## src/source/sync_fifo.sv

```systemverilog
`timescale 1ns/1ps

module sync_fifo #(
   parameter int  DEPTH_BITS = 4,
   parameter type payload_t  = logic [7:0],
   parameter int  ROOM_WORDS = 1
) (
   input  logic     clk,
   input  logic     reset,
   input  logic     push,
   input  payload_t din,
   input  logic     pop,
   output payload_t dout,
   output logic     empty,
   output logic     full,
   output logic     room
);

   localparam int DEPTH = 1 << DEPTH_BITS;

   payload_t              mem [DEPTH];
   logic [DEPTH_BITS-1:0] wr_ptr;
   logic [DEPTH_BITS-1:0] rd_ptr;
   logic [DEPTH_BITS:0]   count;
   logic                  wr_en;
   logic                  rd_en;

   assign wr_en = push && !full;
   assign rd_en = pop && !empty;

   //////////////////////////////////////////////////
   // storage
   //////////////////////////////////////////////////

   always_ff @(posedge clk) begin
      if (wr_en) begin
         mem[wr_ptr] <= din;
      end
   end

   // show-ahead, head entry is always on dout
   assign dout = mem[rd_ptr];

   //////////////////////////////////////////////////
   // pointers and occupancy
   //////////////////////////////////////////////////

   always_ff @(posedge clk) begin
      if (reset) begin
         wr_ptr <= '0;
         rd_ptr <= '0;
         count  <= '0;
      end else begin
         if (wr_en) begin
            wr_ptr <= wr_ptr + 1'b1;
         end
         if (rd_en) begin
            rd_ptr <= rd_ptr + 1'b1;
         end
         case ({wr_en, rd_en})
            2'b10:   count <= count + 1'b1;
            2'b01:   count <= count - 1'b1;
            default: count <= count;
         endcase
      end
   end

   assign empty = (count == '0);
   assign full  = (count == DEPTH[DEPTH_BITS:0]);

   // enough free entries left for a whole packet
   assign room  = (DEPTH - int'(count)) >= ROOM_WORDS;

   // writers must respect full, readers must respect empty
   assert property (@(posedge clk) disable iff (reset) push |-> !full);
   assert property (@(posedge clk) disable iff (reset) pop |-> !empty);

endmodule

```

## config.mk

```make
export PLATFORM = sky130hd
export DESIGN_NAME = sync_fifo
export DESIGN_NICKNAME = d
export VERILOG_FILES = /design/src/source/sync_fifo.sv
export SDC_FILE = /design/constraint.sdc
export NUM_CORES = 1
export LEC_CHECK = 0
export ABC_AREA = 1
export BUFFER_PORTS_ARGS = -buffer_cell sky130_fd_sc_hd__buf_4
export CAP_MARGIN = 20
export CORE_MARGIN = 1
export CORE_UTILIZATION = 45
export DETAILED_ROUTE_END_ITERATION = 8
export PLACE_DENSITY_LB_ADDON = 0.2
export SETUP_SLACK_MARGIN = 0.02
export SLEW_MARGIN = 10
export SYNTH_ARGS = -nofsm -noshare
export SYNTH_HDL_FRONTEND = slang
export SYNTH_SLANG_ARGS = --single-unit
```

## constraint.sdc

```tcl
create_clock -name clk -period 2.7 [get_ports clk]
set_input_delay 0.54 -clock clk [delete_from_list [all_inputs] [get_ports clk]]
set_output_delay 0.54 -clock clk [all_outputs]
set_load 0.01 [all_outputs]
```

==> flow_summary.json <==
{
  "cts_buffers": 17,
  "status": "finished clean",
  "ys_ff_latch": 145,
  "rows": 42,
  "drt_iter0_drc": 378,
  "tightest_slew_ps": 726,
  "die_x_um": 120,
  "vdd_drop_max_mv": 0.493,
  "viasPerCell": 5.11,
  "worst_path_max_delay_cell": "buf_4",
  "hold_viol_final": 0,
  "start_kind": "register",
  "fin_crit_sh_pct": 90.4,
  "tns_ps": 0,
  "fin_util_pct": 53.5,
  "worstHoldPathType": "input port to register",
  "synth_top_area_cell": "edfxtp_1",
  "synth_cells": 554,
  "postRouteAntennaNets": 0,
  "core_area_um2": 13300,
  "clock_skew_ps": 3.87,
  "io_buffers": 22,
  "clock-sinks": 145,
  "hold_ws_ps": 372,
  "fin_area_um2": 7150,
  "slew_headroom_pct": 51.4,
  "synthArstFlopShare_pct": 0,
  "insertion_delay_ps": 420,
  "vias": 3965,
  "cp-end-kind": "output port",
  "post_cts_buffers": 0,
  "ctsHoldBuffers": 0,
  "synth.avg_cell_area_um2": 11.2,
  "arrival_ps": 1900,
  "cp_cell_sequence": "buf_4 > nand2_1 > o211ai_2 > nand3_1 > nand3_1 > nand2_1 > buf_4",
  "syn2layout_area_growth_pct": 14.7,
  "placed_area_um2": 6630,
  "hpwl_mm": 8.64,
  "drt_wl_total_mm": 13.2,
  "worstHoldStart": "reset",
  "clock_path_buffers": 2,
  "synth_edf_count": 128,
  "cts_root_buffer": "clkbuf_16",
  "ys_warn_count": 0,
  "synth.yosys.seq_area_share_pct": 67.1,
  "start_util_pct": 46.7,
  "crit_buf_inv": 2,
  "setup_viol": 0,
  "routedWlPerCell_um": 17.0,
  "crit_type": "register to output port",
  "dpl.cell_count": 744,
  "crit_fanout": 42,
  "grt_pass1_vias": 3808,
  "drv_slew": 0,
  "finalWorstSetupSlack_ps": 260,
  "synth_ff_type": "edfxtp_1",
  "dieArea_um2": 14300,
  "critPathRequiredTime_ps": 2160,
  "grt_max_degree": 87,
  "antenna_found_initial": 0,
  "first_pass_iters": 5,
  "cpLargestDelayFamily": "buffers and inverters",
  "rsz0062_at_grt": "no",
  "p_per_area_nw_per_um2": 887,
  "synth_top_cell_area_share_pct": 61.7,
  "grt-ovfl-total": 0,
  "synthTopCellsByArea": "edfxtp_1 (62%), dfxtp_1 (5.5%), inv_1 (5.4%)",
  "cts_tree": "yes",
  "cap_violations": 0,
  "synth_cell_types": 24,
  "cts_max_level": 4,
  "fin_nets": 608,
  "final_cells": 776,
  "critical_path.max_stage_delay_ps": 380,
  "grt_pass1_wl_mm": 21.1,
  "synth_nets": 575,
  "globalplace.congestion": 0.891,
  "syn_area_um2": 6230,
  "io_pins": 23,
  "max_freq_mhz": 410,
  "rrSetupSlack_ps": 280,
  "clk_pin_slew_worst_paths_ps": 60,
  "route.detailed.drc": 0,
  "fp.dieH_um": 120,
  "r2r_start": "count[0]$_SDFFE_PP0P_",
  "synth_most_common_cell": "edfxtp_1",
  "pre_cts_ws_ps": 260,
  "drive_gt1_share_pct": 13.5,
  "fin_crit_ps": 2440,
  "power.leakage_nw": 2.71,
  "grt_use_total_pct": 20.2,
  "total_power_mw": 6.34,
  "synth_top_cells_by_count": "edfxtp_1 (128), inv_1 (89), nand2_1 (75)",
  "antennaDiodeCount": 0
}
-- flip-flops by register name (all words and copies together) (netlist names), named ones only --
signal / flops
count: 5
mem: 128
wr_ptr: 4
rd_ptr: 4
-- cell families after synthesis --
group	after synthesis	share of synthesized area (%)
AND/OR/NAND/NOR	166	11.5
buffers and inverters	116	7.83
AO/OA/AOI/OAI	115	11.3
XOR/XNOR	3	0.422
flip-flops	145	67.1
adder cells (fa/ha/maj)	9	1.81
-- routing by layer --
layer  up-vias  track usage [%]  share of wire, %
li1       1972                -                 -
met1      1889             27.7                47
met2        84             30.7                46
met3        20             5.37               5.1
met4         0             7.34               1.8
met5         -                0                 0
-- timing repair --
action / CTS / global route
setup endpoints to repair: 0 / 1
hold endpoints to repair: 0 / 0
resized for setup: 0 / 1
-- cells in the final DEF (no fill, tap or decap), drive strengths merged --
cell type  netlist  final
and3             1      1
nand2           76     76
nor2            29     29
clkinvlp         0      1
clkinv           0      6
o211ai          32     32
dfxtp           17     17
nor4             2      2
buf             20     40
inv             90     90
edfxtp         128    128
nand3           54     54
clkbuf           6     25
a21oi           46     46
nor3             3      3
ha               9      9
and2             1      1
xor2             3      3
o21ai           37     37
-- path summary, 6_finish.rpt --
check | cells after the start | endpoint
setup reg to reg | 14 | count[2]$_SDFFE_PP0P_
hold / removal | 2 | count[0]$_SDFFE_PP0P_
hold reg to reg | 2 | wr_ptr[2]$_SDFFE_PP0P_
setup / recovery | 7 | dout[1]
-- worst reg2reg max path: cells and delay by family (launching register included) --
kind | cells | cell delay, ps
AO/OA/AOI/OAI | 1 | 130
flip-flops | 1 | 340
adder cells (fa/ha/maj) | 3 | 600
XOR/XNOR | 1 | 140
AND/OR/NAND/NOR | 5 | 760
buffers and inverters | 4 | 350
-- power by group --
part           switching (mW)  internal, mW
clock network           0.831          1.21
registers              0.0729          2.56
logic                    1.03         0.631
total                    1.94          4.40
-- cell type report --
cell class / instances / area [um^2]
clock buffers: 25 / 475
repair buffers: 40 / 325
clock inverters: 7 / 36.3
flip-flops and latches: 145 / 4190
inverters: 90 / 338
fillers: 1179 / 6200
multi-input cells: 293 / 1560
well taps: 176 / 220
(Power assumes the default switching activity.)
