File: src/common/rx_status_pkg.sv
package rx_status_pkg;

   //////////////////////////////////////////////////
   // packet size limits
   //////////////////////////////////////////////////

   localparam int MAX_PKT_SIZE  = 2048;

   // packets are cut off once they reach this many bytes
   localparam int TRUNC_LIMIT   = MAX_PKT_SIZE - 2;

   // eight bytes per queued word
   localparam int MAX_PKT_WORDS = MAX_PKT_SIZE / 8;

   //////////////////////////////////////////////////
   // count types
   //////////////////////////////////////////////////

   localparam int BYTE_CNT_BITS = $clog2(MAX_PKT_SIZE) + 1;
   localparam int WORD_CNT_BITS = 10;

   typedef logic [BYTE_CNT_BITS-1:0] byte_cnt_t;
   typedef logic [WORD_CNT_BITS-1:0] word_cnt_t;

   // one entry per finished packet, byte count excludes padding
   typedef struct packed {
      logic      good;
      byte_cnt_t byte_cnt;
   } pkt_status_t;

endpackage

File: src/common/pkt_word_pkg.sv
package pkt_word_pkg;

   //////////////////////////////////////////////////
   // output bus format
   //////////////////////////////////////////////////

   // 64-bit data word, one control bit per byte lane
   localparam int DATA_WIDTH = 64;
   localparam int CTRL_WIDTH = DATA_WIDTH / 8;

   // lane layout, lane 0 sits in bits 7:0
   localparam int LANE_WIDTH = DATA_WIDTH / CTRL_WIDTH;
   localparam int LANE_BITS  = $clog2(CTRL_WIDTH);

   // one queued word with its control bits
   // a control bit is set only on the lane of the last real byte
   typedef struct packed {
      logic [CTRL_WIDTH-1:0] ctrl;
      logic [DATA_WIDTH-1:0] data;
   } pkt_word_t;

endpackage
File: src/receive/mac_rx_writer.sv
`timescale 1ns/1ps

module mac_rx_writer (
   input  logic                       clk,
   input  logic                       reset,
   input  logic [7:0]                 gmac_rx_data,
   input  logic                       gmac_rx_dvld,
   input  logic                       gmac_rx_goodframe,
   input  logic                       gmac_rx_badframe,
   input  logic                       rx_queue_en,
   input  logic                       room,
   output logic                       byte_wr,
   output logic [7:0]                 byte_data,
   output logic                       byte_eop,
   output logic                       stat_push,
   output rx_status_pkg::pkt_status_t stat,
   output logic                       rx_pkt_good,
   output logic                       rx_pkt_bad,
   output logic                       rx_pkt_dropped
);

   import pkt_word_pkg::*;
   import rx_status_pkg::*;

   typedef enum logic [2:0] {
      RX_IDLE,
      RX_RECEIVE,
      RX_WAIT_VERDICT,
      RX_PAD,
      RX_DROP
   } rx_state_t;

   rx_state_t            state;
   rx_state_t            state_nxt;
   logic [7:0]           data_d1;
   logic                 dvld_d1;
   byte_cnt_t            byte_cnt;
   logic [LANE_BITS-1:0] lane;
   logic                 good_q;
   logic                 trunc_q;
   logic                 wr_nxt;
   logic                 eop_nxt;
   logic                 pad_nxt;
   logic                 trunc_nxt;

   //////////////////////////////////////////////////
   // packet state machine
   //////////////////////////////////////////////////

   always_comb begin
      state_nxt      = state;
      wr_nxt         = 1'b0;
      eop_nxt        = 1'b0;
      pad_nxt        = 1'b0;
      trunc_nxt      = 1'b0;
      stat_push      = 1'b0;
      rx_pkt_good    = 1'b0;
      rx_pkt_bad     = 1'b0;
      rx_pkt_dropped = 1'b0;

      case (state)
         RX_IDLE: begin
            // admit only with room for a maximum-size packet
            if (dvld_d1 && room && rx_queue_en) begin
               wr_nxt    = 1'b1;
               state_nxt = RX_RECEIVE;
               if (!gmac_rx_dvld) begin
                  eop_nxt   = 1'b1;
                  state_nxt = RX_WAIT_VERDICT;
               end
            end else if (dvld_d1) begin
               rx_pkt_dropped = 1'b1;
               state_nxt      = RX_DROP;
            end
         end

         RX_RECEIVE: begin
            wr_nxt = 1'b1;
            // reaching the limit cuts the packet off even on its last byte
            if (byte_cnt == byte_cnt_t'(TRUNC_LIMIT - 1)) begin
               eop_nxt    = 1'b1;
               trunc_nxt  = 1'b1;
               rx_pkt_bad = 1'b1;
               state_nxt  = RX_PAD;
            end else if (!gmac_rx_dvld) begin
               // raw valid low means the registered byte is the last one
               eop_nxt   = 1'b1;
               state_nxt = RX_WAIT_VERDICT;
            end
         end

         // fcs verdict comes some cycles after valid falls
         RX_WAIT_VERDICT: begin
            if (gmac_rx_goodframe) begin
               rx_pkt_good = 1'b1;
               state_nxt   = RX_PAD;
            end else if (gmac_rx_badframe) begin
               rx_pkt_bad = 1'b1;
               state_nxt  = RX_PAD;
            end
         end

         RX_PAD: begin
            if (lane == '0) begin
               stat_push = 1'b1;
               // a cut-off packet still has its tail on the wire
               state_nxt = (trunc_q && dvld_d1) ? RX_DROP : RX_IDLE;
            end else begin
               wr_nxt  = 1'b1;
               pad_nxt = 1'b1;
            end
         end

         RX_DROP: begin
            if (!dvld_d1) begin
               state_nxt = RX_IDLE;
            end
         end

         default: state_nxt = RX_IDLE;
      endcase
   end

   //////////////////////////////////////////////////
   // registers
   //////////////////////////////////////////////////

   always_ff @(posedge clk) begin
      data_d1   <= gmac_rx_data;
      byte_data <= pad_nxt ? 8'h00 : data_d1;
      byte_eop  <= eop_nxt;
      if (rx_pkt_good) begin
         good_q <= 1'b1;
      end else if (rx_pkt_bad) begin
         good_q <= 1'b0;
      end
   end

   always_ff @(posedge clk) begin
      if (reset) begin
         state    <= RX_IDLE;
         dvld_d1  <= 1'b0;
         byte_wr  <= 1'b0;
         byte_cnt <= '0;
         lane     <= '0;
         trunc_q  <= 1'b0;
      end else begin
         state   <= state_nxt;
         dvld_d1 <= gmac_rx_dvld;
         byte_wr <= wr_nxt;
         // lane counts pad bytes too, byte count only real ones
         if (wr_nxt) begin
            lane <= lane + 1'b1;
         end
         if (stat_push) begin
            byte_cnt <= '0;
         end else if (wr_nxt && !pad_nxt) begin
            byte_cnt <= byte_cnt + 1'b1;
         end
         if (trunc_nxt) begin
            trunc_q <= 1'b1;
         end else if (stat_push) begin
            trunc_q <= 1'b0;
         end
      end
   end

   assign stat = '{good: good_q, byte_cnt: byte_cnt};

   // writes only follow an admit, so never with the FSM back in idle
   assert property (@(posedge clk) disable iff (reset) byte_wr |-> state != RX_IDLE);

endmodule

File: config.mk
export PLATFORM = sky130hd
export DESIGN_NAME = mac_rx_writer
export DESIGN_NICKNAME = d
export VERILOG_FILES = /design/src/common/rx_status_pkg.sv /design/src/common/pkt_word_pkg.sv /design/src/receive/mac_rx_writer.sv
export SDC_FILE = /design/constraint.sdc
export NUM_CORES = 1
export LEC_CHECK = 0
export ABC_AREA = 1
export BUFFER_PORTS_ARGS = -buffer_cell sky130_fd_sc_hd__buf_2
export CORE_MARGIN = 10
export CORE_UTILIZATION = 45
export DETAILED_ROUTE_END_ITERATION = 7
export HOLD_SLACK_MARGIN = 0.03
export PLACE_DENSITY = 0.66
export SYNTH_ARGS = -nofsm -noshare
export SYNTH_HDL_FRONTEND = slang
export SYNTH_SLANG_ARGS = --single-unit
File: constraint.sdc
create_clock -name clk -period 1.75 [get_ports clk]
set_clock_uncertainty 0.2 [all_clocks]
set_input_delay 0.35 -clock clk [delete_from_list [all_inputs] [get_ports clk]]
set_output_delay 0.35 -clock clk [all_outputs]
set_load 0.01 [all_outputs]
==> flow_summary.toml <==
[outcome]
outcome = "finished, violations left"
violations = "negative setup slack"

[sta]
tightest_slew_ps = 211
timing.fmax_ghz = 0.545
relSlewSlack_pct = 85.9
setup_viol = 2
final.min_clock_period_ps = 1830
fin_crit_sh_pct = 105
rsz0062_at_grt = "true"
timing.hold.ws_ps = 84.1
layout_setup_ws_ps = -83.8
hold_viol = 0
finalMaxSlewViolations = 0

[clocking]
clockBufferDepth = 2
numCtsBuffers = 5
worstSkewPairLatency_ps = 290
clk_pin_slew_ps = 80
clock-sinks = 39
clockRootBuffer = "clkbuf_8"
tritoncts = "yes"
cts.htree.levels = 2

[route]
dr.pass1.iters = 4
ant_nets = 0
routed_wl_mm = 3.85
drc = 0
drt_iter0_drc = 63
via_per_inst = 4.58
via_count = 1526
wire_per_inst_um = 11.6

[yosys]
synth_top_area_cell = "dfxtp_1"
syn_area_per_cell_um2 = 7.71
synthCells = 217
mappedNetlistNets = 236
yosysWarnings = 0
synth-seq-cells = 39
syn_area_mm2 = 0.00167
synth_top_cell_area_share_pct = 46.6
async_reset_ff_share_pct = 0
synth_area_leaders = "dfxtp_1, nor2_1, nand2_1"
synth_edf_count = 0
yosys-top-cells-count = "dfxtp_1, nor2_1, nand2_1, inv_1, nand3_1"
yosys.cell_types.count = 27
seq_area_frac_synth_pct = 46.6
ys.flop_type = "dfxtp_1"

[setup_path]
cpPeakStageDelay_ps = 380
cp-start-kind = "flop"
crit_chain = "inv_4 -> nand3_4 -> inv_1 -> nand4_1 -> nand2_1 -> buf_2"
worstSetupEndpointType = "primary output"
worst-path-max-fanout = 4
cp_slowest_cell = "dfxtp_4"
worstPathArrival_ps = 1280
required_ps = 1200
critPathKind = "flop to primary output"

[global_routing]
grt_pass1_vias = 1468
grt_max_degree = 13
grt_first_pass_wirelength_mm = 6.36
overflow = 0
antenna_found_initial = 0
grt_use_total_pct = 12.2

[power]
internal_power_mw = 1.64
p_sw_share_pct = 34.5
seqPwrFrac_pct = 44.0
p_per_area_mw_per_mm2 = 1100
p_leak_nw = 1.16
ir_worst_vdd_mv = 0.764
switchingPower_mw = 0.865
clockPowerShare_pct = 23.3
comb_power_share_pct = 32.7

[floorplanning]
die_y_um = 81.0
num_rows = 22
initial_core_util_pct = 46.1
dieArea_mm2 = 0.00656
ioPinCount = 42
fp.dieW_um = 81.0
coreArea_mm2 = 0.00363

[final_layout]
nNetsFinal = 303
fin_area_mm2 = 0.00229
seq_area_um2 = 801
final_cell_count_no_fill = 333
area_growth_pct = 36.5
drive_gt1_share_pct = 37.2
fill_cells = 331
multi_input_comb_area_um2 = 792
n_antenna_cell = 0

[placement]
portBuffers = 41
routabilityCongestion = 0.788
dp_hpwl_mm = 2.85
post-place-cells = 315
post_dp_cell_area_mm2 = 0.00201

[job]
maxCapViolCount = 0

[worst_hold_path]
hold_path.class = "primary input to flop"
-- power groups by stage --
| stage | sequential [mW] | clock, mW | combinational [mW] |
|---|---|---|---|
| floorplan | 1.11 | 0 | 0.490 |
| global placement | 1.09 | 0 | 0.720 |
| detailed placement | 1.09 | 0 | 0.728 |
| CTS | 1.09 | 0.605 | 0.794 |
| global route | 1.12 | 0.639 | 0.924 |
| finish | 1.11 | 0.584 | 0.821 |
-- what timing repair did --
item	in CTS	in global routing
endpoints found under the hold margin	8	0
hold buffers	8	0
pin swaps	2	2
buffers inserted	1	1
gates resized for setup	21	12
setup endpoints to repair	3	7
-- metal layers --
metal  share of wire (%)  vias up  track usage, %
li1                    -      810               -
met5                   0        -               0
met1                  42      681            12.7
met2                  51       29            21.7
met4                 1.7        0            4.67
met3                 5.8        6            4.75
-- kinds of logic after synthesis --
| group | synth area share (%) |
|---|---|
| buffers and inverters | 10.2 |
| AOI/OAI and AO/OA | 8.67 |
| and+or+nand+nor | 31.5 |
| DFF | 46.6 |
| adders and majority gates | 2.99 |
-- cells in the final DEF, fill, tap and decap left out, types with 2 or more instances in the layout --
master and n:
dfxtp_1 29, ha_1 3, nand3_2 2, nor2_4 3
nand3_1 15, nand2_1 34, o21ai_0 4, inv_4 2
buf_4 13, dfxtp_4 3, buf_2 41, inv_2 4
a21oi_1 11, o21ai_1 3, nand4_1 3, nand2_2 5
dlygate4sd3_1 8, inv_1 30, nor3_1 2, clkinv_2 2
clkbuf_8 5, o21ai_4 2, nor2_1 34, nor2_2 6
dfxtp_2 7
-- worst max-delay path: cells and delay by family, from the launching register on --
kind | cells | cell delay, ps
and+or+nand+nor | 3 | 310
DFF | 1 | 380
buffers and inverters | 3 | 310
-- worst paths after layout --
| kind | startpoint | to | slack [ps] | cells past startpoint |
|---|---|---|---|---|
| worst max-delay path | state[2] | rx_pkt_bad | -80 | 6 |
| worst max register to register | state[2] | state[0] | 160 | 9 |
| worst min-delay path | reset | state[2] | 80 | 2 |
| worst min register to register | data_d1[2] | byte_data[2] | 210 | 2 |
-- state kept, by name (all words and copies together) (netlist names) --
signal	count
byte_cnt	12
byte_data	8
data_d1	8
lane	3
state	3
byte_eop	1
byte_wr	1
dvld_d1	1
good_q	1
trunc_q	1
-- stage by stage --
stage	setup TNS, ps	setup slack, ps	power, mW	utilization, %
after floorplan	0	150	1.60	-
after global placement	0	110	1.81	55.4
after detailed placement	0	64.9	1.82	55.4
after CTS	-185	-101	2.49	61.6
after global routing	-347	-152	2.68	62.9
final	-90.8	-83.8	2.51	62.9
-- layout make-up --
class | count | area share, %
Clock buffer | 6 | 3.17
Tap cell | 48 | 2.63
Inverter | 37 | 6.35
Multi-Input combinational cell | 138 | 34.6
Timing Repair Buffer | 63 | 17.6
Sequential cell | 39 | 35.0
Clock inverter | 2 | 0.547
(Power assumes the default switching activity.)
