==> src/common/rx_status_pkg.sv <==
package rx_status_pkg;

   //////////////////////////////////////////////////
   // packet size limits
   //////////////////////////////////////////////////

   localparam int MAX_PKT_SIZE  = 2048;

   // packets are cut off once they reach this many bytes
   localparam int TRUNC_LIMIT   = MAX_PKT_SIZE - 2;

   // eight bytes per queued word
   localparam int MAX_PKT_WORDS = MAX_PKT_SIZE / 8;

   //////////////////////////////////////////////////
   // count types
   //////////////////////////////////////////////////

   localparam int BYTE_CNT_BITS = $clog2(MAX_PKT_SIZE) + 1;
   localparam int WORD_CNT_BITS = 10;

   typedef logic [BYTE_CNT_BITS-1:0] byte_cnt_t;
   typedef logic [WORD_CNT_BITS-1:0] word_cnt_t;

   // one entry per finished packet, byte count excludes padding
   typedef struct packed {
      logic      good;
      byte_cnt_t byte_cnt;
   } pkt_status_t;

endpackage

==> src/common/pkt_word_pkg.sv <==
package pkt_word_pkg;

   //////////////////////////////////////////////////
   // output bus format
   //////////////////////////////////////////////////

   // 64-bit data word, one control bit per byte lane
   localparam int DATA_WIDTH = 64;
   localparam int CTRL_WIDTH = DATA_WIDTH / 8;

   // lane layout, lane 0 sits in bits 7:0
   localparam int LANE_WIDTH = DATA_WIDTH / CTRL_WIDTH;
   localparam int LANE_BITS  = $clog2(CTRL_WIDTH);

   // one queued word with its control bits
   // a control bit is set only on the lane of the last real byte
   typedef struct packed {
      logic [CTRL_WIDTH-1:0] ctrl;
      logic [DATA_WIDTH-1:0] data;
   } pkt_word_t;

endpackage
==> src/source/rx_output_reader.sv <==
`timescale 1ns/1ps

module rx_output_reader (
   input  logic                                  clk,
   input  logic                                  reset,
   input  rx_status_pkg::pkt_status_t            stat,
   input  logic                                  stat_empty,
   input  pkt_word_pkg::pkt_word_t               word,
   input  logic                                  word_empty,
   input  logic                                  out_rdy,
   output logic                                  stat_pop,
   output logic                                  word_pop,
   output logic [pkt_word_pkg::DATA_WIDTH-1:0]   out_data,
   output logic [pkt_word_pkg::CTRL_WIDTH-1:0]   out_ctrl,
   output logic                                  out_wr,
   output logic                                  rx_pkt_pulled,
   output rx_status_pkg::byte_cnt_t              rx_pkt_byte_cnt,
   output rx_status_pkg::word_cnt_t              rx_pkt_word_cnt
);

   import pkt_word_pkg::*;
   import rx_status_pkg::*;

   typedef enum logic {
      OUT_WAIT_PKT,
      OUT_STREAM
   } out_state_t;

   out_state_t  state;
   out_state_t  state_nxt;
   pkt_status_t cur_stat;
   word_cnt_t   word_cnt;
   logic        send;
   logic        last;

   //////////////////////////////////////////////////
   // forward or discard
   //////////////////////////////////////////////////

   always_comb begin
      state_nxt = state;
      stat_pop  = 1'b0;
      word_pop  = 1'b0;
      send      = 1'b0;
      last      = 1'b0;

      case (state)
         OUT_WAIT_PKT: begin
            if (!stat_empty) begin
               stat_pop  = 1'b1;
               state_nxt = OUT_STREAM;
            end
         end

         OUT_STREAM: begin
            // bad packets drain one word per cycle regardless of out_rdy
            if (out_rdy || !cur_stat.good) begin
               word_pop = 1'b1;
               send     = cur_stat.good;
               if (|word.ctrl) begin
                  last      = 1'b1;
                  state_nxt = OUT_WAIT_PKT;
               end
            end
         end

         default: state_nxt = OUT_WAIT_PKT;
      endcase
   end

   // byte count over 8, rounded up
   assign word_cnt = word_cnt_t'(cur_stat.byte_cnt >> LANE_BITS)
                   + word_cnt_t'(|cur_stat.byte_cnt[LANE_BITS-1:0]);

   //////////////////////////////////////////////////
   // registered outputs
   //////////////////////////////////////////////////

   always_ff @(posedge clk) begin
      out_data        <= word.data;
      out_ctrl        <= word.ctrl;
      rx_pkt_byte_cnt <= cur_stat.byte_cnt;
      rx_pkt_word_cnt <= word_cnt;
      if (stat_pop) begin
         cur_stat <= stat;
      end
   end

   always_ff @(posedge clk) begin
      if (reset) begin
         state         <= OUT_WAIT_PKT;
         out_wr        <= 1'b0;
         rx_pkt_pulled <= 1'b0;
      end else begin
         state         <= state_nxt;
         out_wr        <= send;
         rx_pkt_pulled <= send && last;
      end
   end

   // status is queued after its words, so a popped status implies data
   assert property (@(posedge clk) disable iff (reset) word_pop |-> !word_empty);

endmodule

==> config.mk <==
export PLATFORM = sky130hd
export DESIGN_NAME = rx_output_reader
export DESIGN_NICKNAME = d
export VERILOG_FILES = /design/src/common/rx_status_pkg.sv /design/src/common/pkt_word_pkg.sv /design/src/source/rx_output_reader.sv
export SDC_FILE = /design/constraint.sdc
export NUM_CORES = 1
export LEC_CHECK = 0
export ABC_AREA = 1
export BUFFER_PORTS_ARGS = -buffer_cell sky130_fd_sc_hd__buf_2
export CAP_MARGIN = 30
export CORE_MARGIN = 2
export CORE_UTILIZATION = 35
export CTS_CLUSTER_SIZE = 10
export DETAILED_ROUTE_END_ITERATION = 10
export GPL_ROUTABILITY_DRIVEN = 1
export HOLD_SLACK_MARGIN = 0.06
export PLACE_DENSITY = 0.72
export RECOVER_POWER = 100
export SYNTH_ARGS = -nofsm -noshare
export SYNTH_HDL_FRONTEND = slang
export SYNTH_SLANG_ARGS = --single-unit
==> constraint.sdc <==
create_clock -name clk -period 1.4 [get_ports clk]
set_input_delay 0.28 -clock clk [delete_from_list [all_inputs] [get_ports clk]]
set_output_delay 0.28 -clock clk [all_outputs]
set_load 0.005 [all_outputs]
==> results.cfg, run 1 <==
[layout]
diodes = 0
fillCellCount = 597
final_cells = 544
final_cell_mix = buf_2 (120), dfxtp_1 (97), dlygate4sd3_1 (72), clkbuf_1 (65), edfxtp_1 (13)
fin_util = 0.633
final_common_cell = buf_2
drive_gt1_frac = 0.344
fin_nets = 532
area_growth_pct = 75.9

[synthesis]
syn_area_um2 = 2610
seq_area_frac_synth = 0.894
synth_top_family_by_area = simple AND/OR/NAND/NOR gates
ys_warn_count = 0
synth_simple_gate_area_frac = 0.0623
synth-seq-cells = 110
syn_area_per_cell_um2 = 15.8
synthXorXnorAreaFrac = 0.0134
synthCells = 165
synth-adder-area-share = 0.00959
synth_compound_area_frac = 0.00671
syn_nets = 257
synth_mux_area_frac = 0
synth.distinct_cells = 16

[routing]
via_per_inst = 4.01
vias = 2184
drt_pass1_iterations = 4
detail-route-antenna-nets = 0
drc_errors = 0
wl_per_cell_um = 13.3
routed_wl_mm = 7.21
first_iter_violations = 51

[timing]
whs_ps = 98.7
setup-violations-final = 7
worst_pin_slew_ps = 319
fmax_ghz = 0.658
setup_slack_ps = -119
fin_crit_ps = 1520
final_max_slew_viol_count = 0
rsz0062_at_grt = yes
hold_viol_final = 0
relSlewSlack = 0.788
fin_skew_ps = 7.12
min_period_over_period = 1.08

[global_route]
grt_use_total = 0.179
antenna_found_initial = 1
grt_overflow = 0
grt_pass1_vias = 2399
grt_pass1_wl_mm = 11.1
grt_max_degree = 20

[floorplanning]
fp.dieW_um = 90.4
start_util = 0.360
core_area_um2 = 7250
row_count = 31
fp.dieH_um = 90.4
dieArea_um2 = 8160
ioPinCount = 188

[clock_network]
worstSkewPairLatency_ps = 350
cts_tree = done
htreeDepth = 3
cts_root_buffer = clkbuf_8
clock-sinks = 110
cts_inserted_buffers = 9
cts.clk_slew.worst_paths_ps = 100
clk_path_buf_depth = 2

[power_and_ir_drop]
worst_ir_drop_vdd_mv = 0.710
powerDensity_nw_per_um2 = 1240
power_leakage_nw = 2.10
power_mw = 5.71

[placement]
gp_congestion = 0.813
dp_hpwl_mm = 4.59
io_buffers = 186
place_ws_ps = -116
placed_cells = 451

[worst_setup_path]
crit_path_start_kind = register
setup.worst_path.class = reg -> reg
critPathMaxStageDelay_ps = 410
cp_top_family = simple AND/OR/NAND/NOR gates
required_ps = 1640
cp_max_fo = 3
cp.arrival_ps = 1750
endpoint_kind = register
cp_slowest_cell = or3_4
crit_buf_inv = 1
path_common_cell = ha_4
crit_path_cell_trace = or3_4 -> ha_4 -> ha_4 -> buf_6 -> xor2_1

[job]
cap_violations = 0

[outcome]
status = finished, violations left
violations = negative setup slack

[hold_path]
min_path_type = in -> reg
layout make-up:
| cell class | count | area (um^2) | area share |
|---|---|---|---|
| tap | 99 | 124 | 0.0270 |
| clock inverter | 6 | 52.6 | 0.0114 |
| inverter | 10 | 40.0 | 0.00872 |
| timing repair buffer | 264 | 1620 | 0.352 |
| clock buffer | 10 | 128 | 0.0278 |
| sequential | 110 | 2330 | 0.508 |
| multi-input combinational | 45 | 299 | 0.0651 |
power breakdown:
group / total (mW) / internal (mW) / switching [mW]
Combinational: 0.541 / 0.336 / 0.206
Clock: 1.72 / 0.682 / 1.04
Sequential: 3.44 / 3.38 / 0.0667
cell usage after synthesis, drive strengths merged:
cell type	number	area [um^2]
o21bai	1	7.51
o21ai	1	5.00
nand2	11	41.3
ha	2	25.0
edfxtp	13	390
xor2	4	35.0
dfxtp	97	1940
nand3	5	25.0
or3	1	6.26
nand4	3	18.8
a21oi	1	5.00
nor2	15	66.3
inv	10	37.5
nor3	1	5.00
path summary, 6_finish.rpt:
check | from | end | slack [ps] | cells after the start
worst min register to register | cur_stat[2] | rx_pkt_byte_cnt[2] | 390 | 0
worst min-delay path | stat[1] | cur_stat[1] | 100 | 1
worst max register to register | cur_stat[2] | rx_pkt_word_cnt[2] | -120 | 5
worst max-delay path | cur_stat[2] | rx_pkt_word_cnt[2] | -120 | 5
registers in the layout (all words and copies together), names as in the netlist:
register / flops
state: 1
out_ctrl: 8
cur_stat: 13
out_data: 64
rx_pkt_pulled: 1
rx_pkt_word_cnt: 10
out_wr: 1
rx_pkt_byte_cnt: 12
per-stage QoR:
stage / cell area, um^2 / setup TNS [ps]
global route: 4590 / -1010
detailed placement: 3690 / -322
global placement: 3690 / -208
CTS: 4620 / -317
floorplan: 2630 / -73.4
finish: 4590 / -524
metal layers:
layer | global-route usage | wire [um] | vias up
li1 | - | - | 1077
met1 | 0.173 | 2570 | 975
met2 | 0.326 | 3860 | 112
met3 | 0.0710 | 568 | 18
met4 | 0.0910 | 192 | 2
met5 | 0 | 16 | -
cells by family (layout without fill, tap and decap cells):
| family | Yosys count | after routing |
|---|---|---|
| AND/OR/NAND/NOR | 36 | 36 |
| adder cells (fa/ha/maj) | 2 | 2 |
| XOR/XNOR | 4 | 4 |
| AO/OA/AOI/OAI | 3 | 3 |
| buffers and inverters | 10 | 290 |
| flip-flops | 110 | 110 |
what timing repair did:
action                                  in CTS  in global routing
endpoints found under the hold margin       72                  0
cloned                                       0                  0
gates resized for setup                      4                  9
buffers inserted                             1                  4
endpoints found under the setup margin       6                  9
hold buffers                                72                  0
pin swaps                                    2                  8
No activity file was read; power rests on OpenSTA's default activity.
==> run 2: changes to the inputs <==
--- a/config.mk
+++ b/config.mk
@@ -16,6 +16,7 @@
 export HOLD_SLACK_MARGIN = 0.06
 export PLACE_DENSITY = 0.72
 export RECOVER_POWER = 100
+export SETUP_SLACK_MARGIN = 0.3
 export SYNTH_ARGS = -nofsm -noshare
 export SYNTH_HDL_FRONTEND = slang
 export SYNTH_SLANG_ARGS = --single-unit
==> run 2 against run 1 <==
Against the previous run:
- clock power up 14%
- the flow still finishes with violations (negative setup slack)
- sequential share of layout area down 2.6 points
- critical endpoint is now rx_pkt_word_cnt[6]
- cell count is 0.37% higher
- maximum frequency increased by 0.31%
- first-iteration DRC count decreased by 33%
- hold slack better by 1.9 ps
- critical path depth rose by 1
- largest cell class unchanged
- combinational power rose by 17%
- register-to-register slack about the same
- via count is 3.3% higher
==> results.cfg, run 2 (synthesized netlist as in run 1, its figures left out) <==
[floorplanning]
row_count = 31
core_area_um2 = 7250
fp.dieW_um = 90.4
start_util = 0.360
dieArea_um2 = 8160
ioPinCount = 188
fp.dieH_um = 90.4

[placement]
io_buffers = 186
gp_congestion = 0.848
dp_hpwl_mm = 4.44
placed_cells = 451
placedInstanceArea_um2 = 3700

[global_route]
grt_use_total = 0.184
grt_max_degree = 21
grt_pass1_vias = 2499
grt_pass1_wl_mm = 11.7
grt_overflow = 0
antenna_found_initial = 1

[clock_network]
clk_path_buf_depth = 2
htreeDepth = 3
clock-sinks = 110
cts.clk_slew.worst_paths_ps = 100
cts_inserted_buffers = 9
cts_root_buffer = clkbuf_8
cts_tree = done
worstSkewPairLatency_ps = 350

[power_and_ir_drop]
power_mw = 6.06
power_leakage_nw = 2.39
powerDensity_nw_per_um2 = 1220
worst_ir_drop_vdd_mv = 0.663

[timing]
setup_slack_ps = -114
fmax_ghz = 0.660
hold_viol_final = 0
fin_skew_ps = 7.48
worst_pin_slew_ps = 258
whs_ps = 101
final_max_slew_viol_count = 0
relSlewSlack = 0.828
rsz0062_at_grt = yes
min_period_over_period = 1.08
setup-violations-final = 7
fin_crit_ps = 1510

[worst_setup_path]
critPathLaunch = cur_stat[1]
r2r_start = cur_stat[1]
reg2reg_to = rx_pkt_word_cnt[6]
setup.worst_path.class = reg -> reg
reg2reg_slack_ps = -110
required_ps = 1630
endpoint = rx_pkt_word_cnt[6]
cp_max_fo = 2
endpoint_kind = register
cp.arrival_ps = 1750
crit_path_start_kind = register
rr_worst_depth = 6

[layout]
regMostFlops = out_data
final_cell_mix = buf_2 (152), dlygate4sd3_1 (67), dfxtp_1 (48), dfxtp_2 (48), buf_6 (27)
area_growth_pct = 90.5
largest_reg_flops = 64
final_common_cell = buf_2
final_cells = 546
finalInstanceArea_um2 = 4970
fin_nets = 533
fin_util = 0.685
largestRegisters = out_data x64, cur_stat x13, rx_pkt_byte_cnt x12
drive_gt1_frac = 0.594

[routing]
first_iter_violations = 34
drt_pass1_iterations = 4
detail-route-antenna-nets = 0
routed_wl_mm = 8.06
via_per_inst = 4.13
vias = 2255
wl_per_cell_um = 14.8
drc_errors = 0

[outcome]
violations = negative setup slack
status = finished, violations left

[hold_path]
min_path_type = in -> reg
timing.hold.worst.start = stat[1]

[job]
cap_violations = 0
[run 2: how the worst min path moves through the flow]
stage                                    end  slack (ps)  cells after the start
after floorplan                  out_ctrl[0]         310                      0
after global placement    rx_pkt_byte_cnt[2]         340                      0
after detailed placement  rx_pkt_byte_cnt[1]         350                      0
after CTS                        cur_stat[8]          70                      1
after global routing             cur_stat[5]          70                      1
final                            cur_stat[1]         100                      1
[run 2: what timing repair did]
item,in CTS,in global routing
endpoints found under the setup margin,14,89
gates resized for setup,13,85
hold endpoints to repair,72,1
setup buffers,3,2
hold buffers,72,1
pin swaps,4,9
[run 2: report_power, final]
part	leakage, nW	total (mW)	switching (mW)	internal (mW)
logic	1.34	0.633	0.221	0.412
clock network	0.109	1.96	1.09	0.870
registers	0.943	3.47	0.0781	3.39
[run 2: final cells by class]
type | instances | area (um^2)
antenna | 1 | 2.50
clock buffer | 9 | 124
clock inverter | 7 | 90.1
fill | 515 | 2280
inverter | 10 | 40.0
multi-input combinational | 45 | 317
sequential | 110 | 2400
tap | 99 | 124
timing repair buffer | 265 | 1880
[run 2: critical path, cell delays in order (launching register included)]
cell      delay (ps)
edfxtp_1         400
or3_4            410
ha_4             180
ha_4             160
nand2_4           70
nor2_1            60
xor2_1           130
[run 2: through the flow]
step	TNS (ps)	setup slack, ps
floorplan	-73.1	-36.6
finish	-477	-114
global placement	-207	-77.0
CTS	-388	-104
detailed placement	-271	-104
global route	-972	-178
[run 2: layer usage]
layer / vias up / track usage / share of wire
li1: 1078 / - / -
met1: 1033 / 0.182 / 0.34
met2: 116 / 0.340 / 0.55
met3: 28 / 0.0559 / 0.075
met4: 0 / 0.108 / 0.041
met5: - / 0 / 0
==> run 3: changes to the inputs <==
--- a/config.mk
+++ b/config.mk
@@ -8,15 +8,17 @@
 export ABC_AREA = 1
 export BUFFER_PORTS_ARGS = -buffer_cell sky130_fd_sc_hd__buf_2
 export CAP_MARGIN = 30
+export CELL_PAD_IN_SITES_DETAIL_PLACEMENT = 1
+export CELL_PAD_IN_SITES_GLOBAL_PLACEMENT = 2
 export CORE_MARGIN = 2
-export CORE_UTILIZATION = 35
+export CORE_UTILIZATION = 21
 export CTS_CLUSTER_SIZE = 10
 export DETAILED_ROUTE_END_ITERATION = 10
 export GPL_ROUTABILITY_DRIVEN = 1
-export HOLD_SLACK_MARGIN = 0.06
-export PLACE_DENSITY = 0.72
+export HOLD_SLACK_MARGIN = 0.03
+export PLACE_DENSITY = 0.73
 export RECOVER_POWER = 100
-export SETUP_SLACK_MARGIN = 0.3
+export SETUP_SLACK_MARGIN = 0.5
 export SYNTH_ARGS = -nofsm -noshare
 export SYNTH_HDL_FRONTEND = slang
 export SYNTH_SLANG_ARGS = --single-unit
==> run 3 against run 2 <==
Against the previous run:
- the run still ends with negative setup slack left
- maximum frequency is 0.47% higher
- first-iteration DRC count increased by 120%
- non-clock buffer count increased by 3
- total power increased by 9.7%
- core utilization decreased by 26 points
- largest cell class unchanged
- routed wire length up 1.3%
- worst setup slack improved by 7.1 ps
- hold slack worse by 24 ps
- largest power group unchanged
- design area increased by 3.0%
- clock power increased by 30%
==> results.cfg, run 3 (synthesized netlist as in run 1, its figures left out) <==
[placement]
placedInstanceArea_um2 = 3810
dp_hpwl_mm = 5.32
io_buffers = 186
gp_congestion = 0.645

[global_route]
grt_overflow = 0
grt_pass1_vias = 2467
antenna_found_initial = 0
grt_max_degree = 18
grt_pass1_wl_mm = 12.0
grt_use_total = 0.122

[clock_network]
cts_tree = done
clock-sinks = 110
htreeDepth = 3
cts_inserted_buffers = 9
clk_path_buf_depth = 2
cts_root_buffer = clkbuf_16
worstSkewPairLatency_ps = 340
cts.clk_slew.worst_paths_ps = 70

[layout]
largest_reg_flops = 64
area_growth_pct = 96.3
regMostFlops = out_data
diodes = 0
largestRegisters = out_data x64, cur_stat x13, rx_pkt_byte_cnt x12
fillCellCount = 1309
fin_nets = 536
final_cell_mix = buf_2 (159), dlygate4sd3_1 (71), dfxtp_1 (59), dfxtp_2 (37), buf_6 (30)
finalInstanceArea_um2 = 5120
seq_area_um2 = 2380
multi_input_area_um2 = 299
final_common_cell = buf_2
drive_gt1_frac = 0.577

[routing]
drc_errors = 0
detail-route-antenna-nets = 0
via_per_inst = 3.65
vias = 2250
routed_wl_mm = 8.17
first_iter_violations = 75
wl_per_cell_um = 13.2
drt_pass1_iterations = 4

[worst_setup_path]
endpoint_kind = register
required_ps = 1630
cp.arrival_ps = 1740
crit_path_start_kind = register
cp_max_fo = 3
setup.worst_path.class = reg -> reg

[floorplanning]
dieArea_um2 = 13300
core_area_um2 = 12100
row_count = 40
fp.dieW_um = 115
ioPinCount = 188
start_util = 0.216
fp.dieH_um = 115

[timing]
fin_skew_ps = 3.93
fmax_ghz = 0.664
whs_ps = 76.5
final_max_slew_viol_count = 0
relSlewSlack = 0.829
hold_viol_final = 0
worst_pin_slew_ps = 256
setup-violations-final = 6
min_period_over_period = 1.08
rsz0062_at_grt = yes
fin_crit_ps = 1510
setup_slack_ps = -107

[outcome]
violations = negative setup slack
status = finished, violations left

[hold_path]
min_path_type = in -> reg

[power_and_ir_drop]
powerDensity_nw_per_um2 = 1300
worst_ir_drop_vdd_mv = 0.774
power_leakage_nw = 2.39

[job]
cap_violations = 0
[run 3: worst paths after layout]
check	start	end	slack, ps	cells after the start
hold reg to reg	cur_stat[0]	rx_pkt_byte_cnt[0]	380	0
hold / removal	word[66]	out_ctrl[2]	80	1
setup / recovery	cur_stat[1]	rx_pkt_word_cnt[4]	-110	6
setup reg to reg	cur_stat[1]	rx_pkt_word_cnt[4]	-110	6
[run 3: layout make-up]
type	count	area share
clock inverters	6	0.0120
well taps	168	0.0410
clock buffers	10	0.0467
flip-flops and latches	110	0.465
multi-input cells	45	0.0584
repair buffers	268	0.370
inverters	10	0.00733
[run 3: metal layers]
metal	wire length, um	vias to the layer above	global-route usage
met2	4620	95	0.227
met1	2670	1054	0.114
met5	0	-	0
met3	628	16	0.0450
li1	-	1085	-
met4	246	0	0.0715
[run 3: worst max-delay path: stages, from the launching register on]
cell,delay [ps]
edfxtp_1,390
or3_4,410
ha_4,180
ha_4,170
nand2_4,60
nor2_2,50
xor2_1,130
[run 3: metrics by stage]
step	utilization	setup WS, ps	power (mW)	setup TNS (ps)	std cells
final	0.425	-107	6.65	-427	617
after global routing	0.425	-168	6.98	-932	617
after CTS	0.407	-104	6.72	-348	614
after detailed placement	0.316	-119	3.92	-333	521
after global placement	0.316	-79.0	3.90	-212	521
after floorplan	-	-35.8	3.59	-70.9	165
[run 3: repair_timing]
action	4_1_cts	5_1_grt
buffers inserted	6	3
endpoints found under the setup margin	121	122
pin swaps	2	2
hold buffers	71	0
resized for setup	18	57
hold endpoints to repair	71	0
[run 3: power breakdown]
| group | switching (mW) | total (mW) | internal (mW) |
|---|---|---|---|
| sequential | 0.0732 | 3.46 | 3.39 |
| clock | 1.12 | 2.54 | 1.43 |
| combinational | 0.215 | 0.641 | 0.426 |
