[config.mk]
export PLATFORM = sky130hd
export DESIGN_NAME = word_packer
export DESIGN_NICKNAME = d
export VERILOG_FILES = /design/src/common/pkt_word_pkg.sv /design/src/receive/word_packer.sv
export SDC_FILE = /design/constraint.sdc
export NUM_CORES = 1
export LEC_CHECK = 0
export BUFFER_PORTS_ARGS = -buffer_cell sky130_fd_sc_hd__buf_2
export CAP_MARGIN = 30
export CORE_MARGIN = 2
export CORE_UTILIZATION = 50
export CTS_CLUSTER_DIAMETER = 120
export DETAILED_ROUTE_END_ITERATION = 16
export HOLD_SLACK_MARGIN = 0.1
export PLACE_DENSITY = 0.83
export SYNTH_ARGS = -nofsm -noshare
export SYNTH_HDL_FRONTEND = slang
export SYNTH_SLANG_ARGS = --single-unit
[constraint.sdc]
create_clock -name clk -period 3.05 [get_ports clk]
set_clock_uncertainty 0.1 [all_clocks]
set_input_delay 0 -clock clk [delete_from_list [all_inputs] [get_ports clk]]
set_output_delay 0 -clock clk [all_outputs]
set_load 0.005 [all_outputs]
[src/common/pkt_word_pkg.sv]
package pkt_word_pkg;

   //////////////////////////////////////////////////
   // output bus format
   //////////////////////////////////////////////////

   // 64-bit data word, one control bit per byte lane
   localparam int DATA_WIDTH = 64;
   localparam int CTRL_WIDTH = DATA_WIDTH / 8;

   // lane layout, lane 0 sits in bits 7:0
   localparam int LANE_WIDTH = DATA_WIDTH / CTRL_WIDTH;
   localparam int LANE_BITS  = $clog2(CTRL_WIDTH);

   // one queued word with its control bits
   // a control bit is set only on the lane of the last real byte
   typedef struct packed {
      logic [CTRL_WIDTH-1:0] ctrl;
      logic [DATA_WIDTH-1:0] data;
   } pkt_word_t;

endpackage
[src/receive/word_packer.sv]
`timescale 1ns/1ps

module word_packer (
   input  logic                    clk,
   input  logic                    reset,
   input  logic                    byte_wr,
   input  logic [7:0]              byte_data,
   input  logic                    byte_eop,
   output logic                    word_push,
   output pkt_word_pkg::pkt_word_t word
);

   import pkt_word_pkg::*;

   logic [LANE_BITS-1:0] lane;
   pkt_word_t            partial;

   //////////////////////////////////////////////////
   // lane insert
   //////////////////////////////////////////////////

   // partial word with the incoming byte merged into the current lane
   always_comb begin
      word = partial;
      word.data[lane*LANE_WIDTH +: LANE_WIDTH] = byte_data;
      word.ctrl[lane] = byte_eop;
   end

   // full once the top lane is written
   assign word_push = byte_wr && (lane == LANE_BITS'(CTRL_WIDTH - 1));

   //////////////////////////////////////////////////
   // lane index and partial word
   //////////////////////////////////////////////////

   always_ff @(posedge clk) begin
      if (byte_wr) begin
         partial <= word_push ? '0 : word;
      end
   end

   always_ff @(posedge clk) begin
      if (reset) begin
         lane <= '0;
      end else if (byte_wr) begin
         // wraps back to lane 0 after the push
         lane <= lane + 1'b1;
      end
   end

endmodule

==> flow_metrics.env, run 1 <==
export IMPL_detail_route_antenna_nets=0
export IMPL_setup_total_negative_slack_ps=0
export IMPL_worst_r2r_setup_slack_ps=420
export IMPL_critical_path_max_stage_delay_ps=570
export IMPL_drt_pass1_iterations=4
export IMPL_cp_required_ps=2950
export IMPL_ys_warn_count=0
export IMPL_hold_path_class="input pin to register"
export IMPL_cts_resized=0
export IMPL_dp_hpwl_um=6230
export IMPL_crit_path_cell_trace="inv_1 > ha_1 > nor2_1 > nand3_2 > mux2_2 > buf_2"
export IMPL_post_dp_cell_area_sq_mm=0.00473
export IMPL_cts_tree="yes"
export IMPL_timing_worst_setup_path_type="register to output pin"
export IMPL_timing_max_slew_rel_slack_pct=36.1
export IMPL_clock_period_minus_worst_slack_ps=2810
export IMPL_synth_cell_area_sq_mm=0.00421
export IMPL_arrival_ps=2710
export IMPL_clock_sinks=75
export IMPL_worst_setup_path_endpoint="word[49]"
export IMPL_slew_viol_final=0
export IMPL_routedWlPerCell_um=17.7
export IMPL_grtUsageTotal_pct=21.4
export IMPL_final_setup_viol_count=0
export IMPL_drc=0
export IMPL_clock_power_share_pct=29.2
export IMPL_die_width_um=95.8
export IMPL_clock_insertion_delay_worst_skew_ps=350
export IMPL_r2r_end="partial[8]$_SDFFCE_PP0P_"
export IMPL_fmax_mhz=355
export IMPL_finalHoldViolations=0
export IMPL_mappedNetlistNets=352
export IMPL_status="completed"
export IMPL_avgViaCountPerCell=5.43
export IMPL_seq_power_share_pct=50.5
export IMPL_drt_iter0_drc=202
export IMPL_final_cell_count_no_fill=538
export IMPL_antenna_found_initial=0
export IMPL_grtUsageMet3_pct=5.79
export IMPL_total_number_of_cells_along_the_worst_setup_path=6
export IMPL_synth_ff_type="edfxtp_1"
export IMPL_port_buffers=84
export IMPL_postSynthAreaPerCell_sq_um=12.6
export IMPL_synth_async_reset_ratio_pct=0
export IMPL_synth_instances=335
export IMPL_cpLargestDelayFamily="simple AND/OR/NAND/NOR gates"
export IMPL_cp_startpoint="lane[2]$_SDFFE_PP0P_"
export IMPL_number_of_buffers_created_by_cts=9
export IMPL_post_synth_top_count_cell="edfxtp_1"
export IMPL_seq_area_frac_synth_pct=52.7
export IMPL_grt_start_max_net_pins=76
export IMPL_synth_distinct_cells=31
export IMPL_grt_pass1_wl_um=14500
export IMPL_gp_routability_congestion=0.813
export IMPL_postLayoutCellArea_sq_mm=0.00501
export IMPL_path_clk_slew_ps=70
export IMPL_post_route_cells_drive_above_1_share_pct=41.8
export IMPL_die_y_um=95.8
export IMPL_share_comb_of_total_power_pct=20.3
export IMPL_postSynthRegisterBits=75
export IMPL_grt_ovfl_total=0
export IMPL_power_density_mw_per_mm2=497
export IMPL_initial_utilization_pct=51.5
export IMPL_detail_route_wirelength_um=9550
export IMPL_rsz0062_at_grt="no"
export IMPL_multi_input_area_sq_mm=0.00186
export IMPL_htree_levels=3
export IMPL_grt_pass1_vias=2893
export IMPL_grt_most_used_layer="met2"
export IMPL_ctsRootBufferMaster="clkbuf_8"
export IMPL_worst_ir_drop_on_vdd_v=0.000280
export IMPL_cellInternalPower_uw=1830
export IMPL_top_level_ports=85
export IMPL_power_net_switching_uw=657
export IMPL_crit_fanout=16
export IMPL_register_area_sq_mm=0.00222
export IMPL_post_route_period_util_pct=92.3
export IMPL_floorplan_die_area_sq_mm=0.00918
export IMPL_grtUsageMet1_pct=27.6
export IMPL_edff_count_synth=72
export IMPL_postCtsSetupBuffers=0
export IMPL_worstHoldPathCells=3
export IMPL_post_place_cells=512
export IMPL_yosys_top_cells_count="edfxtp_1 (72), mux2_2 (64), and2_1 (48)"
export IMPL_regToRegStartpoint="lane[2]$_SDFFE_PP0P_"
export IMPL_critPathCaptureType="output pin"
export IMPL_maxCapViolCount=0
export IMPL_grtUsageMet2_pct=33.4
export IMPL_worst_setup_path_start_kind="register"
export IMPL_row_count=33
export IMPL_leading_post_synthesis_cells_by_cell_area="edfxtp_1 (51%), mux2_2 (17%), and2_1 (7.1%), mux2i_1 (6.2%), nand2_1 (2.9%)"
export IMPL_netSwitchingFraction_pct=26.4
export IMPL_p_total_uw=2490
export IMPL_synth_largest_type_area_fraction_pct=51.3
export IMPL_timing_critical_path_slowest_stage_cell="dfxtp_1"
export IMPL_floorplan_core_area_sq_mm=0.00818
export IMPL_n_antenna_cell=0
export IMPL_vias=2921
export IMPL_power_leakage_uw=0.00209
export IMPL_fin_nets=445
export IMPL_synth_area_leader_cell="edfxtp_1"
export IMPL_area_growth_synth_to_final_pct=19.0
export IMPL_worst_pin_slew_ps=959
export IMPL_layout_filler_cells=672
export IMPL_rr_worst_depth=5
export IMPL_timing_critical_path_buf_inv=2
export IMPL_cts_max_path_buffers=2
## state kept, by name, summed over array words and instances, names as in the netlist
name,cells
lane,3
partial,72
## per-layer routing
metal	vias to the layer above	wire, um
met2	89	4610
met5	-	0
li1	1400	-
met3	22	586
met4	0	266
met1	1410	4090
## stage by stage
step	util, %	setup WS [ps]	hold WS (ps)
final	61.3	235	315
after global routing	61.3	78.9	330
after CTS	61.3	240	290
after detailed placement	57.9	446	131
after global placement	57.9	538	124
after floorplan	-	399	-27.6
## worst min path at each step
stage          startpoint                    to  slack [ps]
6_report            reset  lane[0]$_SDFFE_PP0P_         310
5_1_grt             reset  lane[2]$_SDFFE_PP0P_         330
4_1_cts             reset  lane[0]$_SDFFE_PP0P_         290
3_5_place_dp        reset  lane[0]$_SDFFE_PP0P_         130
3_3_place_gp        reset  lane[0]$_SDFFE_PP0P_         120
2_1_floorplan       reset  lane[0]$_SDFFE_PP0P_         -30
## cell families (layout without fill, tap and decap cells)
| logic type | Yosys count | count (layout) | share of synthesized area, % |
|---|---|---|---|
| AOI/OAI and AO/OA | 17 | 17 | 2.29 |
| xor gates and xnor gates | 1 | 1 | 0.208 |
| adders and majority gates | 5 | 5 | 1.49 |
| buffers and inverters | 27 | 125 | 3.36 |
| DFF | 75 | 75 | 52.7 |
| muxes | 90 | 90 | 23.3 |
| and+or+nand+nor | 120 | 120 | 16.6 |
## tightest hold or removal path: cells and delay by family
kind,cells,cell delay [ps]
simple gates,1,50
buf+inv,2,670
## repair_timing
item                                    in CTS  in global routing
endpoints found under the setup margin       0                  0
hold buffers                                10                  0
hold endpoints to repair                    40                  0
## placed cells by master, fill, tap and decap left out, types with 2 or more instances in the layout
| master | n |
|---|---|
| clkbuf_8 | 9 |
| dfxtp_1 | 3 |
| buf_4 | 12 |
| ha_1 | 5 |
| a21oi_1 | 8 |
| buf_2 | 83 |
| inv_1 | 3 |
| nand3_1 | 17 |
| nor3b_1 | 3 |
| edfxtp_1 | 72 |
| nor2_1 | 5 |
| mux2i_1 | 26 |
| dlygate4sd3_1 | 10 |
| clkinv_2 | 2 |
| mux2_2 | 64 |
| and2_1 | 48 |
| clkinv_1 | 4 |
| nand3b_1 | 3 |
| o21ai_0 | 8 |
| nand2_1 | 32 |
## layout make-up
cell class | count | share of cell area (%)
clock buffers | 9 | 2.47
repair buffers | 105 | 12.1
flip-flops and latches | 75 | 44.3
multi-input cells | 233 | 37.1
inverters | 4 | 0.299
clock inverters | 7 | 1.17
well taps | 105 | 2.62
## power by group through the flow
stage	clock, uW	combinational (uW)	sequential (uW)
floorplan	0	307	1270
global placement	0	479	1280
detailed placement	0	495	1280
CTS	743	507	1260
global route	780	560	1270
finish	728	505	1260
Note: power is estimated with default switching activity, not from simulation.
==> run 2, diff against run 1 <==
PLACE_DENSITY = 0.86   (was 0.83)
clock period = 2.55 ns   (was 3.05 ns; I/O delays follow)
==> flow_metrics.env, run 2 (synthesized netlist as in run 1, its figures left out) <==
export IMPL_post_route_cells_drive_above_1_share_pct=43.4
export IMPL_seq_power_share_pct=47.3
export IMPL_cts_tree="yes"
export IMPL_critical_path_max_stage_delay_ps=370
export IMPL_fmax_mhz=411
export IMPL_mostFrequentLayoutCell="buf_2"
export IMPL_area_growth_synth_to_final_pct=22.1
export IMPL_share_comb_of_total_power_pct=20.3
export IMPL_power_leakage_uw=0.00217
export IMPL_clock_period_minus_worst_slack_ps=2440
export IMPL_cts_max_path_buffers=2
export IMPL_whs_endpoint="partial[67]$_SDFFCE_PP0P_"
export IMPL_htree_levels=3
export IMPL_grt_pass1_wl_um=15500
export IMPL_dp_hpwl_um=6400
export IMPL_maxCapViolCount=0
export IMPL_n_antenna_cell=0
export IMPL_regToRegStartpoint="lane[0]$_SDFFE_PP0P_"
export IMPL_timing_worst_setup_path_type="register to output pin"
export IMPL_drt_iter0_drc=227
export IMPL_crit_path_cell_trace="inv_2 > ha_4 > ha_1 > nor4bb_1 > buf_4 > mux2_2 > buf_2"
export IMPL_floorplan_die_area_sq_mm=0.00918
export IMPL_hold_path_class="input pin to register"
export IMPL_hold_path_startpoint="byte_wr"
export IMPL_drt_pass1_iterations=5
export IMPL_number_of_buffers_created_by_cts=9
export IMPL_final_cell_mix="buf_2 (84), edfxtp_1 (72), mux2_2 (56)"
export IMPL_fin_worst_hold_slack_ps=106
export IMPL_r2r_end="partial[45]$_SDFFCE_PP0P_"
export IMPL_port_buffers=84
export IMPL_cellInternalPower_uw=2340
export IMPL_clock_power_share_pct=32.4
export IMPL_antenna_found_initial=0
export IMPL_final_setup_viol_count=0
export IMPL_postLayoutCellArea_sq_mm=0.00514
export IMPL_setup_total_negative_slack_ps=0
export IMPL_netSwitchingFraction_pct=26.8
export IMPL_gp_routability_congestion=0.825
export IMPL_slew_viol_final=0
export IMPL_critPathCaptureType="output pin"
export IMPL_detailedPlace_worstSlack_ps=245
export IMPL_vias=3033
export IMPL_detail_route_wirelength_um=9990
export IMPL_path_clk_slew_ps=90
export IMPL_clock_insertion_delay_worst_skew_ps=360
export IMPL_grtUsageTotal_pct=22.4
export IMPL_worst_pin_slew_ps=992
export IMPL_detail_route_antenna_nets=0
export IMPL_worst_r2r_setup_slack_ps=200
export IMPL_floorplan_core_area_sq_mm=0.00818
export IMPL_finalHoldViolations=0
export IMPL_clock_sinks=75
export IMPL_worst_setup_path_start_kind="register"
export IMPL_post_dp_cell_area_sq_mm=0.00479
export IMPL_top_regs="partial: 72 flops, lane: 3 flops"
export IMPL_die_y_um=95.8
export IMPL_row_count=33
export IMPL_worstHoldPathCells=3
export IMPL_largest_reg_flops=72
export IMPL_crit_fanout=8
export IMPL_initial_utilization_pct=51.5
export IMPL_grt_start_max_net_pins=76
export IMPL_drc=0
export IMPL_top_level_ports=85
export IMPL_arrival_ps=2340
export IMPL_avgViaCountPerCell=5.64
export IMPL_power_density_mw_per_mm2=621
export IMPL_die_width_um=95.8
export IMPL_timing_max_slew_rel_slack_pct=33.9
export IMPL_cp_required_ps=2450
export IMPL_post_route_period_util_pct=95.5
export IMPL_fin_nets=445
export IMPL_finalCoreUtilization_pct=62.9
export IMPL_routedWlPerCell_um=18.6
export IMPL_worst_slack_ps=114
export IMPL_postCtsSetupBuffers=0
export IMPL_registers_top_by_ff_count="partial"
export IMPL_rr_worst_depth=7
export IMPL_ctsRootBufferMaster="clkbuf_8"
export IMPL_status="completed"
export IMPL_grt_ovfl_total=0
export IMPL_rsz0062_at_grt="no"
export IMPL_timing_critical_path_slowest_stage_cell="dfxtp_2"
export IMPL_worst_ir_drop_on_vdd_v=0.000380
export IMPL_power_net_switching_uw=854
export IMPL_grt_pass1_vias=3091
==> run 2: cell types whose count changed in the layout (fill, tap and decap cells not counted), sizes merged <==
cell	before	now
clkinvlp	1	0
inv	3	4
bufinv	1	2
clkinv	6	5
==> run 2: how the worst max path moves through the flow <==
stage	from	endpoint	slack, ps	cells after the start
CTS	lane[0]$_SDFFE_PP0P_	word[49]	30	7
finish	lane[0]$_SDFFE_PP0P_	word[45]	110	7
global placement	lane[1]$_SDFFE_PP0P_	partial[28]$_SDFFCE_PP0P_	340	7
floorplan	lane[0]$_SDFFE_PP0P_	partial[56]$_SDFFCE_PP0P_	10	9
detailed placement	lane[1]$_SDFFE_PP0P_	partial[11]$_SDFFCE_PP0P_	240	6
global route	lane[0]$_SDFFE_PP0P_	word[10]	3	6
==> run 2: timing repair <==
item | 4_1_cts | 5_1_grt
endpoints found under the setup margin | 8 | 10
hold endpoints to repair | 40 | 0
resized for setup | 1 | 3
hold buffers | 10 | 0
cloned | 0 | 0
==> run 2: final cells by class <==
type                            count  area, sq um
Clock buffer                        9          124
Clock inverter                      7          100
Fill cell                         645         3030
Inverter                            4         15.0
Multi-Input combinational cell    233         1930
Sequential cell                    75         2220
Tap cell                          105          131
Timing Repair Buffer              105          619
==> run 2: power groups by stage <==
stage               combinational, uW  sequential, uW  clock, uW
CTS                               642            1510       1040
finish                            647            1510       1030
floorplan                         394            1520          0
detailed placement                620            1530          0
global route                      706            1520       1090
global placement                  595            1530          0
==> run 2: stage by stage <==
| step | power (uW) | cells |
|---|---|---|
| after floorplan | 1910 | 335 |
| after global placement | 2120 | 512 |
| after detailed placement | 2150 | 512 |
| after CTS | 3190 | 538 |
| after global routing | 3310 | 538 |
| final | 3190 | 538 |
==> run 2: critical path: cells and delay by family, from the launching register on <==
| kind | cells | cell delay, ps |
|---|---|---|
| simple gates | 1 | 370 |
| flops | 1 | 370 |
| mux | 1 | 370 |
| buf+inv | 3 | 410 |
| fa+ha+maj | 2 | 450 |
==> run 2: per-layer routing <==
| metal | vias to the layer above | GRT usage [%] | share of wire (%) |
|---|---|---|---|
| met2 | 119 | 36.7 | 51 |
| met5 | - | 0 | 0 |
| li1 | 1399 | - | - |
| met1 | 1485 | 27.9 | 41 |
| met4 | 0 | 12.3 | 3.3 |
| met3 | 30 | 4.70 | 5.3 |
==> run 3, diff against run 2 <==
PLACE_DENSITY = 0.83   (was 0.86)
clock period = 2.44 ns   (was 2.55 ns; I/O delays follow)
==> flow_metrics.env, run 3 (synthesized netlist as in run 1, its figures left out) <==
export IMPL_vias=2942
export IMPL_timing_worst_setup_path_type="register to output pin"
export IMPL_status="completed"
export IMPL_area_growth_synth_to_final_pct=21.7
export IMPL_worst_r2r_setup_slack_ps=200
export IMPL_mostFrequentLayoutCell="buf_2"
export IMPL_register_area_sq_mm=0.00222
export IMPL_arrival_ps=2270
export IMPL_cts_max_path_buffers=2
export IMPL_dp_hpwl_um=6280
export IMPL_avgViaCountPerCell=5.44
export IMPL_grt_pass1_vias=2930
export IMPL_initial_utilization_pct=51.5
export IMPL_hold_path_class="input pin to register"
export IMPL_timing_critical_path_slowest_stage_cell="or3b_2"
export IMPL_drt_pass1_iterations=4
export IMPL_routedWlPerCell_um=17.4
export IMPL_clock_sinks=75
export IMPL_die_y_um=95.8
export IMPL_registers_top_by_ff_count="partial"
export IMPL_cpLargestDelayFamily="simple AND/OR/NAND/NOR gates"
export IMPL_cp_required_ps=2340
export IMPL_power_leakage_uw=0.00215
export IMPL_timing_max_slew_rel_slack_pct=63.8
export IMPL_cts_tree="yes"
export IMPL_timing_critical_path_mode_cell="ha_4"
export IMPL_grt_start_max_net_pins=76
export IMPL_final_setup_viol_count=0
export IMPL_timing_critical_path_buf_inv=2
export IMPL_grt_pass1_wl_um=14900
export IMPL_drt_iter0_drc=214
export IMPL_post_route_cells_drive_above_1_share_pct=43.3
export IMPL_fin_worst_hold_slack_ps=153
export IMPL_fmax_mhz=422
export IMPL_largest_reg_flops=72
export IMPL_crit_fanout=9
export IMPL_crit_path_cell_trace="inv_1 > ha_4 > ha_4 > or3b_2 > o21ai_0 > nand2_1 > buf_2"
export IMPL_row_count=33
export IMPL_grtUsageTotal_pct=21.6
export IMPL_setup_total_negative_slack_ps=0
export IMPL_critPathCaptureType="output pin"
export IMPL_top_regs="partial: 72 flops, lane: 3 flops"
export IMPL_n_antenna_cell=0
export IMPL_floorplan_die_area_sq_mm=0.00918
export IMPL_top_level_ports=85
export IMPL_maxCapViolCount=0
export IMPL_finalCoreUtilization_pct=62.7
export IMPL_htree_levels=3
export IMPL_rsz0062_at_grt="yes"
export IMPL_path_clk_slew_ps=80
export IMPL_post_route_period_util_pct=97.1
export IMPL_clock_insertion_delay_worst_skew_ps=340
export IMPL_port_buffers=84
export IMPL_gp_routability_congestion=0.805
export IMPL_antenna_found_initial=0
export IMPL_floorplan_core_area_sq_mm=0.00818
export IMPL_power_density_mw_per_mm2=615
export IMPL_multi_input_area_sq_mm=0.00191
export IMPL_detail_route_antenna_nets=0
export IMPL_drc=0
export IMPL_clock_period_minus_worst_slack_ps=2370
export IMPL_slew_viol_final=0
export IMPL_p_total_uw=3150
export IMPL_worst_setup_path_start_kind="register"
export IMPL_critical_path_max_stage_delay_ps=540
export IMPL_fin_nets=448
export IMPL_final_cell_mix="buf_2 (84), edfxtp_1 (72), mux2_2 (56)"
export IMPL_die_width_um=95.8
export IMPL_grt_ovfl_total=0
export IMPL_finalHoldViolations=0
export IMPL_ctsRootBufferMaster="clkbuf_8"
export IMPL_detail_route_wirelength_um=9420
export IMPL_number_of_buffers_created_by_cts=9
export IMPL_layout_filler_cells=648
export IMPL_worst_ir_drop_on_vdd_v=0.000429
export IMPL_worst_pin_slew_ps=540
[run 3: cell count changes in the layout (fill, tap and decap cells not counted), sizes merged]
cell      before  now
buf           95   98
bufinv         2    1
clkbuf         9   10
clkinvlp       0    1
inv            4    3
[run 3: area by class of cell]
cell class	count	area share (%)
inverters	4	0.293
flip-flops and latches	75	43.4
multi-input cells	233	37.2
well taps	105	2.56
repair buffers	108	12.9
clock inverters	6	1.10
clock buffers	10	2.49
[run 3: stage by stage]
stage	setup slack, ps	area, sq um	cells
3_3_place_gp	233	4830	514
6_report	69.8	5120	541
3_5_place_dp	218	4830	514
5_1_grt	-16.6	5120	541
2_1_floorplan	-99.9	4290	335
4_1_cts	69.1	5120	540
[run 3: path summary, 6_finish.rpt]
path,end,startpoint,cells past startpoint
hold reg to reg,partial[49]$_SDFFCE_PP0P_,partial[49]$_SDFFCE_PP0P_,2
hold / removal,partial[47]$_SDFFCE_PP0P_,byte_wr,2
setup / recovery,word[0],lane[1]$_SDFFE_PP0P_,7
setup reg to reg,partial[42]$_SDFFCE_PP0P_,lane[1]$_SDFFE_PP0P_,7
[run 3: per-layer routing]
metal  global-route usage, %  routed length [um]  up-vias
met5                       0                   0        -
met3                    3.84                 522       13
met2                    35.4                4730       85
met4                    8.33                 133        0
met1                    28.6                4040     1441
li1                        -                   -     1403
[run 3: report_power, final]
| group | total [uW] | internal [uW] | leakage (uW) | switching (uW) |
|---|---|---|---|---|
| Sequential | 1570 | 1540 | 0.000731 | 32.6 |
| Combinational | 664 | 320 | 0.00132 | 344 |
| Clock | 916 | 464 | 0.0000935 | 453 |
| Total | 3150 | 2320 | 0.00215 | 829 |
[run 3: what timing repair did]
item	in CTS	in global routing
setup endpoints to repair	0	12
hold buffers	10	0
buffers inserted	0	1
endpoints found under the hold margin	31	0
resized for setup	0	2
